$ cat src/mem_pkg.sv
// mem_pkg
// shared sizes, AHB encodings and types for the 128-bit AHB-Lite memory
// controller, plus the byte-lane select rule used by writes and hazard checks
package mem_pkg;

    localparam int MEM_ADDR_WIDTH  = 17;
    localparam int DATA_WIDTH      = 128;
    localparam int NUM_LANES       = DATA_WIDTH / 8;
    localparam int LANE_ADDR_WIDTH = MEM_ADDR_WIDTH - 4; // 16 bytes per row
    localparam int LANE_DEPTH      = 2 ** LANE_ADDR_WIDTH;

    typedef enum logic [2:0] {
        size_byte  = 3'b000,
        size_hword = 3'b001,
        size_word  = 3'b010,
        size_dword = 3'b011,
        size_qword = 3'b100
    } hsize_e;

    typedef enum logic [1:0] {
        trans_idle   = 2'b00,
        trans_busy   = 2'b01,
        trans_nonseq = 2'b10,
        trans_seq    = 2'b11
    } htrans_e;

    typedef enum logic [1:0] {
        resp_okay  = 2'b00,
        resp_error = 2'b01
    } hresp_e;

    typedef logic [MEM_ADDR_WIDTH-1:0]  mem_addr_t;
    typedef logic [LANE_ADDR_WIDTH-1:0] row_addr_t;
    typedef logic [DATA_WIDTH-1:0]      bus_data_t;
    typedef logic [NUM_LANES-1:0]       lane_mask_t;

    // byte lanes touched by an aligned transfer of the given size
    function automatic lane_mask_t lane_mask(input hsize_e size, input logic [3:0] addr_lo);
        lane_mask_t mask;
        case (size)
            size_byte: begin
                mask = 16'h0001 << addr_lo;
            end
            size_hword: begin
                mask = 16'h0003 << {addr_lo[3:1], 1'b0};
            end
            size_word: begin
                mask = 16'h000f << {addr_lo[3:2], 2'b00};
            end
            size_dword: begin
                mask = 16'h00ff << {addr_lo[3], 3'b000};
            end
            size_qword: begin
                mask = '1;
            end
            default: begin
                mask = '0; // reserved sizes touch nothing
            end
        endcase
        return mask;
    endfunction

endpackage
$ cat src/raw_bypass.sv
`timescale 1ns/1ps
// raw_bypass
// holds the write data forwarded to a covered back-to-back read and
// selects between it and the RAM row for hrdata
module raw_bypass (
    input  logic               hclk,
    input  logic               hrst_b,
    input  logic               bypass_load,
    input  mem_pkg::bus_data_t hwdata,
    input  mem_pkg::bus_data_t ram_rdata,
    output mem_pkg::bus_data_t hrdata
);
    import mem_pkg::*;

    bus_data_t bypass_data;
    logic      bypass_vld;

    always_ff @(posedge hclk or negedge hrst_b) begin
        if (!hrst_b) begin
            bypass_vld <= 1'b0;
        end else begin
            bypass_vld <= bypass_load; // valid for the read's data phase only
        end
    end

    always_ff @(posedge hclk) begin
        if (bypass_load) begin
            bypass_data <= hwdata;
        end
    end

    assign hrdata = bypass_vld ? bypass_data : ram_rdata;

    a_bypass_one_cycle: assert property (
        @(posedge hclk) disable iff (!hrst_b)
        bypass_vld |=> !bypass_vld
    );

endmodule

$ cat config.mk
export PLATFORM = sky130hd
export DESIGN_NAME = raw_bypass
export DESIGN_NICKNAME = d
export VERILOG_FILES = /design/src/mem_pkg.sv /design/src/raw_bypass.sv
export SDC_FILE = /design/constraint.sdc
export NUM_CORES = 1
export LEC_CHECK = 0
export ABC_CLOCK_PERIOD_IN_PS = 2300
export BUFFER_PORTS_ARGS = -buffer_cell sky130_fd_sc_hd__buf_2
export CAP_MARGIN = 20
export CORE_AREA = 2 2 149 151
export DETAILED_ROUTE_END_ITERATION = 8
export DIE_AREA = 0 0 151 153
export HOLD_SLACK_MARGIN = 0.15
export PLACE_DENSITY = 0.61
export SYNTH_ARGS = -nofsm -noshare
export SYNTH_HDL_FRONTEND = slang
export SYNTH_SLANG_ARGS = --single-unit
export TNS_END_PERCENT = 100
$ cat constraint.sdc
create_clock -name hclk -period 2.3 [get_ports hclk]
set_input_delay 0.575 -clock hclk [delete_from_list [all_inputs] [get_ports hclk]]
set_output_delay 0.575 -clock hclk [all_outputs]
set_load 0.01 [all_outputs]
==> results.cfg <==
[critical_path]
critPathRequiredTime_ps = 1730
crit_path_cell_trace = buf_12 > mux2_2 > buf_2
crit_slowest_cell = dfrtp_4
path_class = register to output pin
critPathMaxStageDelay_ps = 450
critPathArrivalTime_ps = 1740
critPathMaxFanout = 62
worstSetupEndpointType = output pin
startpoint_type = register

[floorplan]
die_w_um = 151
initial_core_util_pct = 25.5
core_mm2 = 0.0215
die_area_mm2 = 0.0231
io_pins = 387
rows = 54
die_h_um = 153

[detailed_routing]
vias = 3892
vias_per_cell = 4.03
avgRoutedWirePerCell_um = 16.1
wirelength_um = 15600
ant_nets = 0
drc = 0
drt_iter0_markers = 131
dr.pass1.iters = 4

[sta]
period_share_pct = 101
rsz0062_at_grt = yes
finalWorstSetupSlack_ps = -16.6
setup_violations = 3
min_period_ps = 2320
hold_viol = 0
fmax_ghz = 0.432
worst_pin_slew_ps = 433
maxSlewViolCount = 0
slew-limit-headroom_pct = 71.1

[yosys]
avgSynthCellArea_um2 = 20.3
yosysSeqAreaShare_pct = 70.5
netlist_area_mm2 = 0.00549
synth_area_leaders = edfxtp_1, mux2_2, clkbuf_8
synth_top_area_share_pct = 70.0
ys_seq_elements = 129
syn-num-nets = 530
netlist_instances = 271
synth_area_leader_cell = edfxtp_1
yosysWarnings = 0
yosysUniqueCellTypes = 5

[global_routing]
antenna_found_initial = 1
grt_pass1_vias = 3896
grt_pass1_wl_um = 21800
track_usage_pct = 12.8
grt_max_degree = 67
overflow = 0

[cells_and_area]
instances_no_fill = 965
area_growth_syn_to_layout_pct = 51.2
num-nets-final = 930
fin_area_mm2 = 0.00830
nFillCells = 2092
drive_above_1_share_pct = 80.6
multiInputGateArea_mm2 = 0.00145
mostFrequentLayoutCells = buf_2, edfxtp_1, mux2_2, clkbuf_16, buf_4
final_common_cell = buf_2
regArea_mm2 = 0.00387

[clocking]
cts_root_buf = clkbuf_16
h-tree-depth = 4
numCtsBuffers = 17
post_cts_buffers = 0
clockBufferDepth = 2
clk_pin_slew_ps = 60
numClockSinks = 129
cts_tree = done

[power_and_ir_drop]
pwr-share-comb_pct = 13.8
switchingPower_mw = 1.41
p_leak_nw = 3.62
pwr-share-clk_pct = 40.8
p_int_mw = 4.87
p_per_area_mw_per_mm2 = 756
swShare_pct = 22.4
peakVddDrop_v = 0.000419
seqPwrFrac_pct = 45.4

[placed_design]
dp_cells = 931
portBuffers = 386
dp_hpwl_um = 12200
gp_congestion = 0.772
place_area_mm2 = 0.00771

[status]
status = complete, but fails checks
violations = setup timing

[min_path]
hold_path.class = primary input to register

[job]
drv_cap = 0
timing repair:
action	CTS	global route
hold buffers	1	0
endpoints found under the hold margin	1	0
setup endpoints to repair	55	128
resized for setup	2	1
through the flow:
step / setup TNS [ps] / hold WS [ps] / utilization (%) / worst slack, ps / total power [mW]
after floorplan: 0 / 279 / - / 700 / 3.27
after global placement: 0 / 353 / 35.9 / 417 / 3.76
after detailed placement: 0 / 357 / 35.9 / 408 / 3.77
after CTS: -679 / 317 / 38.6 / -41.2 / 6.39
after global routing: -5300 / 312 / 38.6 / -87.3 / 6.56
final: -27.1 / 343 / 38.6 / -16.6 / 6.28
kinds of logic after synthesis:
| group | Yosys count | share of synthesized area, % |
|---|---|---|
| DFF | 129 | 70.5 |
| muxes | 128 | 26.3 |
| buffers and inverters | 14 | 3.24 |
Yosys cell counts:
library cell and n:
dfrtp_1 1, mux2_2 128, buf_6 6, edfxtp_1 128
clkbuf_8 8
state kept, by name (all words and copies together) (netlist names):
register	cells
bypass_data	128
bypass_vld	1
worst paths after layout:
kind	start	to	cells past startpoint
setup / recovery	bypass_vld$_DFF_PN0_	hrdata[61]	3
hold / removal	hwdata[33]	bypass_data[33]$_DFFE_PP_	1
max in group asynchronous	hrst_b	bypass_vld$_DFF_PN0_	2
min in group asynchronous	hrst_b	bypass_vld$_DFF_PN0_	2
cell type report:
cell class / count / share of cell area, %
clock inverters: 11 / 1.43
clock buffers: 21 / 5.31
repair buffers: 395 / 24.9
well taps: 280 / 4.22
multi-input cells: 128 / 17.4
flip-flops and latches: 129 / 46.7
diodes: 1 / 0.0302
critical path, delay by kind of cell (launching register included):
family   cells  cell delay (ps)
flops        1              450
mux          1              400
buf+inv      2              420
power groups by stage:
stage	sequential, mW	combinational, mW	clock [mW]
final	2.85	0.866	2.56
after global routing	2.87	0.941	2.76
after CTS	2.85	0.878	2.66
after detailed placement	2.90	0.871	0
after global placement	2.90	0.861	0
after floorplan	2.87	0.405	0
metal layers:
metal / wire [µm] / track usage [%] / vias to the layer above / part of all wire (%)
met3: 1270 / 4.30 / 10 / 8.1
li1: - / - / 1878 / -
met5: 0 / 0 / - / 0
met1: 5870 / 14.7 / 1812 / 38
met2: 8240 / 22.7 / 192 / 53
met4: 187 / 3.74 / 0 / 1.2
Note: power is estimated with default switching activity, not from simulation.
