`src/mem_pkg.sv`:
```
// mem_pkg
// shared sizes, AHB encodings and types for the 128-bit AHB-Lite memory
// controller, plus the byte-lane select rule used by writes and hazard checks
package mem_pkg;

    localparam int MEM_ADDR_WIDTH  = 17;
    localparam int DATA_WIDTH      = 128;
    localparam int NUM_LANES       = DATA_WIDTH / 8;
    localparam int LANE_ADDR_WIDTH = MEM_ADDR_WIDTH - 4; // 16 bytes per row
    localparam int LANE_DEPTH      = 2 ** LANE_ADDR_WIDTH;

    typedef enum logic [2:0] {
        size_byte  = 3'b000,
        size_hword = 3'b001,
        size_word  = 3'b010,
        size_dword = 3'b011,
        size_qword = 3'b100
    } hsize_e;

    typedef enum logic [1:0] {
        trans_idle   = 2'b00,
        trans_busy   = 2'b01,
        trans_nonseq = 2'b10,
        trans_seq    = 2'b11
    } htrans_e;

    typedef enum logic [1:0] {
        resp_okay  = 2'b00,
        resp_error = 2'b01
    } hresp_e;

    typedef logic [MEM_ADDR_WIDTH-1:0]  mem_addr_t;
    typedef logic [LANE_ADDR_WIDTH-1:0] row_addr_t;
    typedef logic [DATA_WIDTH-1:0]      bus_data_t;
    typedef logic [NUM_LANES-1:0]       lane_mask_t;

    // byte lanes touched by an aligned transfer of the given size
    function automatic lane_mask_t lane_mask(input hsize_e size, input logic [3:0] addr_lo);
        lane_mask_t mask;
        case (size)
            size_byte: begin
                mask = 16'h0001 << addr_lo;
            end
            size_hword: begin
                mask = 16'h0003 << {addr_lo[3:1], 1'b0};
            end
            size_word: begin
                mask = 16'h000f << {addr_lo[3:2], 2'b00};
            end
            size_dword: begin
                mask = 16'h00ff << {addr_lo[3], 3'b000};
            end
            size_qword: begin
                mask = '1;
            end
            default: begin
                mask = '0; // reserved sizes touch nothing
            end
        endcase
        return mask;
    endfunction

endpackage
```
`src/ahb_data_phase_ctrl.sv`:
```
`timescale 1ns/1ps
// ahb_data_phase_ctrl
// AHB-Lite address/data phase tracking for the memory controller.
// Captures each accepted transfer, registers the byte write enables,
// detects a read landing in a write's data phase and either flags a
// bypass or inserts one wait state, and picks the RAM row address
module ahb_data_phase_ctrl (
    input  logic                hclk,
    input  logic                hrst_b,
    input  logic                hsel,
    input  mem_pkg::htrans_e    htrans,
    input  mem_pkg::hsize_e     hsize,
    input  mem_pkg::mem_addr_t  haddr,
    input  logic                hwrite,
    output logic                hready,
    output mem_pkg::row_addr_t  ram_row,
    output mem_pkg::lane_mask_t lane_wen,
    output logic                bypass_load
);
    import mem_pkg::*;

    logic       trans_valid;
    logic       trans_clear;
    logic       hwrite_ff;
    hsize_e     hsize_ff;
    mem_addr_t  haddr_ff;
    lane_mask_t live_mask;
    lane_mask_t wr_mask;
    logic       same_row;
    logic       raw_hazard;
    logic       raw_covered;
    logic       raw_stall;

    assign trans_valid = hsel && hready && (htrans == trans_nonseq || htrans == trans_seq);
    assign trans_clear = hready && !trans_valid; // idle, busy or deselected

    always_ff @(posedge hclk or negedge hrst_b) begin
        if (!hrst_b) begin
            hwrite_ff <= 1'b0;
        end else if (trans_valid) begin
            hwrite_ff <= hwrite;
        end else if (trans_clear) begin
            hwrite_ff <= 1'b0;
        end
    end

    always_ff @(posedge hclk) begin
        if (trans_valid) begin
            hsize_ff <= hsize;
            haddr_ff <= haddr;
        end
    end

    assign live_mask = lane_mask(hsize, haddr[3:0]);
    assign wr_mask   = lane_mask(hsize_ff, haddr_ff[3:0]);

    // read in the data phase of a write
    assign raw_hazard  = hwrite_ff && trans_valid && !hwrite;
    assign same_row    = haddr_ff[MEM_ADDR_WIDTH-1:4] == haddr[MEM_ADDR_WIDTH-1:4];
    assign raw_covered = same_row && ((live_mask & ~wr_mask) == '0);

    assign bypass_load = raw_hazard && raw_covered;
    assign raw_stall   = raw_hazard && !raw_covered;

    always_ff @(posedge hclk or negedge hrst_b) begin
        if (!hrst_b) begin
            hready <= 1'b0;
        end else begin
            hready <= !raw_stall;
        end
    end

    always_ff @(posedge hclk or negedge hrst_b) begin
        if (!hrst_b) begin
            lane_wen <= '0;
        end else if (trans_valid && hwrite) begin
            lane_wen <= live_mask;
        end else begin
            lane_wen <= '0;
        end
    end

    // write row during write data phase, stalled read row during the wait state
    assign ram_row = (hwrite_ff || !hready) ? haddr_ff[MEM_ADDR_WIDTH-1:4]
                                            : haddr[MEM_ADDR_WIDTH-1:4];

    // only one wait state per hazard
    a_single_stall: assert property (
        @(posedge hclk) disable iff (!hrst_b)
        $fell(hready) |=> hready
    );

    // byte enables only in a write data phase
    a_wen_after_write: assert property (
        @(posedge hclk) disable iff (!hrst_b)
        (lane_wen != '0) |-> (hwrite_ff && lane_wen == wr_mask)
    );

endmodule

```
`config.mk`:
```
export PLATFORM = sky130hd
export DESIGN_NAME = ahb_data_phase_ctrl
export DESIGN_NICKNAME = d
export VERILOG_FILES = /design/src/mem_pkg.sv /design/src/ahb_data_phase_ctrl.sv
export SDC_FILE = /design/constraint.sdc
export NUM_CORES = 1
export LEC_CHECK = 0
export ABC_AREA = 0
export BUFFER_PORTS_ARGS = -buffer_cell sky130_fd_sc_hd__buf_2
export CORE_UTILIZATION = 44
export CTS_BUF_LIST = sky130_fd_sc_hd__clkbuf_4
export CTS_CLUSTER_SIZE = 8
export DETAILED_ROUTE_END_ITERATION = 10
export GPL_ROUTABILITY_DRIVEN = 0
export GPL_TIMING_DRIVEN = 0
export PLACE_DENSITY = 0.68
export SLEW_MARGIN = 30
export SYNTH_ARGS = -nofsm -noshare
export SYNTH_HDL_FRONTEND = slang
export SYNTH_SLANG_ARGS = --single-unit
```
`constraint.sdc`:
```
create_clock -name hclk -period 3.95 [get_ports hclk]
set_clock_uncertainty 0.05 [all_clocks]
set_input_delay 0.5925 -clock hclk [delete_from_list [all_inputs] [get_ports hclk]]
set_output_delay 0.5925 -clock hclk [all_outputs]
set_load 0.05 [all_outputs]
```
==> impl_metrics.py <==
metrics = {
    "clock_tree": {
        "post_cts_resized": 0,
        "cts-buffers-inserted": 5,
        "clk_path_buf_depth": 2,
        "worstSkewPairLatency_ns": 0.34,
        "cts_setup_buffers": 0,
        "cts_root_buffer": "clkbuf_4",
        "hold_buffers": 0,
        "htree_levels": 2,
        "cts_tree": "done",
        "clk_pin_slew_ns": 0.11,
        "clock_sinks": 38,
    },
    "layout": {
        "num_antenna_cells": 0,
        "post_route_cells_drive_above_1_share": 0.346,
        "fin_area_sq_um": 2760,
        "fin_nets": 311,
        "area_growth_pct": 18.1,
    },
    "placed_design": {
        "io_buffers": 55,
        "dpl.hpwl_um": 3940,
        "place_area_sq_um": 2700,
        "pre_cts_slack_ns": 0.539,
    },
    "detailed_routing": {
        "ant_nets": 0,
        "dr_wl_met3_um": 396,
        "highest_layer": "met4",
        "vias_per_cell": 5.63,
        "wl_per_cell_um": 14.3,
        "drtPass1Iterations": 6,
        "first_iter_violations": 149,
        "drc_errors": 0,
        "vias": 2006,
        "wl_um": 5100,
        "met1Wirelength_um": 2320,
        "wl_met2_um": 2270,
    },
    "worst_hold_path": {
        "hold_path.class": "primary input to async pin",
    },
    "logic_synthesis": {
        "ys_seq_elements": 38,
        "syn_area_sq_um": 2340,
        "syn_nets": 249,
        "async_reset_ff_frac": 0.474,
        "yosysTopAreaCellShare": 0.257,
        "synthCells": 223,
        "ys_seq_area_frac": 0.450,
        "synth.most_common_cell": "nor2_1",
        "synth_edf_count": 20,
        "ys.flop_type": "edfxtp_1",
        "ys_top_cells_by_area": "edfxtp_1, dfrtp_1, mux2_2",
        "synth_common_cells": "nor2_1, edfxtp_1, dfrtp_1",
        "yosys_warnings": 0,
        "yosysUniqueCellTypes": 57,
        "synth.avg_cell_area_sq_um": 10.5,
        "post-synth-top-area-cell": "edfxtp_1",
    },
    "critical_path": {
        "critPathArrivalTime_ns": 2.76,
        "start_kind": "register",
        "critPathKind": "register to primary output",
        "end_kind": "primary output",
        "regToRegSetupSlack_ns": 1.70,
        "required_ns": 3.31,
        "path_max_fanout": 10,
    },
    "sta": {
        "worst_slack_ns": 0.543,
        "rsz0062_at_grt": "false",
        "tns_ns": 0,
        "hold_violations": 0,
        "min_period_ns": 3.41,
        "maxSlewHeadroom": 0.622,
        "drv_slew": 0,
        "post-route-period-util": 0.863,
        "setup_viol": 0,
        "max_freq_mhz": 293,
        "worstMarginPinSlew_ns": 0.566,
    },
    "global_route": {
        "grt_pass1_vias": 1686,
        "antenna_found_initial": 0,
        "grt_pass1_wl_um": 7870,
        "overflow": 0,
        "grt_max_degree": 23,
        "grt_usage": 0.189,
    },
    "die": {
        "rows": 26,
        "core_area_sq_um": 5110,
        "die_h_um": 74.9,
        "io_pins": 57,
        "die_area_sq_um": 5610,
        "initial_core_util": 0.458,
        "die_x_um": 74.9,
    },
    "power": {
        "power_density_nw_per_um2": 309,
        "vdd_drop_max_mv": 0.121,
        "leakage_nw": 1.11,
    },
    "run": {
        "maxCapViolCount": 0,
    },
    "run_status": {
        "status": "finished, final reports clean",
    },
}
## layout by cell type, fill, tap and decap left out, types with 2 or more instances in the layout
| cell | Yosys | final |
|---|---|---|
| edfxtp_1 | 20 | 20 |
| o21ai_0 | 9 | 9 |
| a311oi_1 | 2 | 2 |
| nor2b_1 | 9 | 9 |
| a31oi_1 | 4 | 4 |
| o22ai_1 | 3 | 3 |
| mux2_2 | 13 | 13 |
| clkbuf_1 | 4 | 4 |
| nor3_1 | 3 | 3 |
| nand3b_1 | 3 | 3 |
| a31o_1 | 2 | 2 |
| a21oi_1 | 9 | 9 |
| o211ai_1 | 3 | 3 |
| a221oi_2 | 2 | 2 |
| clkbuf_4 | 0 | 8 |
| dfrtp_1 | 18 | 18 |
| inv_1 | 4 | 4 |
| o21ai_1 | 3 | 3 |
| nand2b_1 | 4 | 4 |
| xor2_1 | 6 | 6 |
| buf_6 | 2 | 2 |
| a221oi_1 | 4 | 4 |
| nand4_1 | 6 | 6 |
| nand3_1 | 4 | 4 |
| a22oi_1 | 3 | 3 |
| nand4b_1 | 2 | 2 |
| nor4_1 | 4 | 4 |
| buf_2 | 5 | 60 |
| a211oi_1 | 4 | 4 |
| nor3b_1 | 2 | 2 |
| nand2_1 | 6 | 6 |
| nor2_1 | 28 | 28 |
| xnor2_1 | 7 | 7 |
## per-stage QoR
step	util	power (mW)	cells	hold slack (ns)
finish	0.541	0.852	356	0.0951
global route	0.541	0.892	356	0.125
CTS	0.540	0.856	356	0.102
detailed placement	0.529	0.652	348	0.461
global placement	0.529	0.650	348	0.457
floorplan	-	0.594	223	0.247
## power by group
group	total (mW)	internal, mW	switching [mW]
Combinational	0.205	0.0693	0.136
Clock	0.208	0.0916	0.116
Sequential	0.439	0.432	0.00695
## final timing paths
path,start,to,depth (start not counted)
max in group asynchronous,hrst_b,hwrite_ff,1
min,hrst_b,lane_wen[14],1
min reg2reg,hready,hwrite_ff,1
max,haddr_ff[2],bypass_load,9
max reg2reg,haddr_ff[2],hready,8
min in group hclk,haddr[3],haddr_ff[3],1
## logic make-up after synthesis
group / count (synthesis) / synth area share
muxes: 13 / 0.0626
DFF: 38 / 0.450
xor gates and xnor gates: 13 / 0.0487
AOI/OAI and AO/OA: 58 / 0.179
and+or+nand+nor: 85 / 0.224
buffers and inverters: 16 / 0.0364
## flip-flops by register name, summed over array words and instances, names as in the netlist
signal	count
hwrite_ff	1
lane_wen	16
hsize_ff	3
hready	1
haddr_ff	17
## per-layer routing
metal | up-vias | global-route usage
met5 | - | 0
met4 | 0 | 0.0797
met3 | 13 | 0.0375
met2 | 98 | 0.282
met1 | 919 | 0.268
li1 | 976 | -
## critical path: stages (launching register included)
cell      delay [ns]
edfxtp_1        0.44
clkbuf_1        0.24
nor2_1          0.27
a22oi_1         0.15
o21ai_0         0.25
o32ai_1         0.11
nor4_1          0.37
nand4b_1        0.19
nor2_1          0.13
buf_2           0.27
## final cells by class
| cell class | instances | area, sq um |
|---|---|---|
| Buffer | 12 | 70.1 |
| Clock buffer | 8 | 60.1 |
| Fill cell | 475 | 2350 |
| Inverter | 4 | 15.0 |
| Multi-Input combinational cell | 169 | 1200 |
| Sequential cell | 38 | 1050 |
| Tap cell | 70 | 87.6 |
| Timing Repair Buffer | 55 | 275 |
Note: power is estimated with default switching activity, not from simulation.
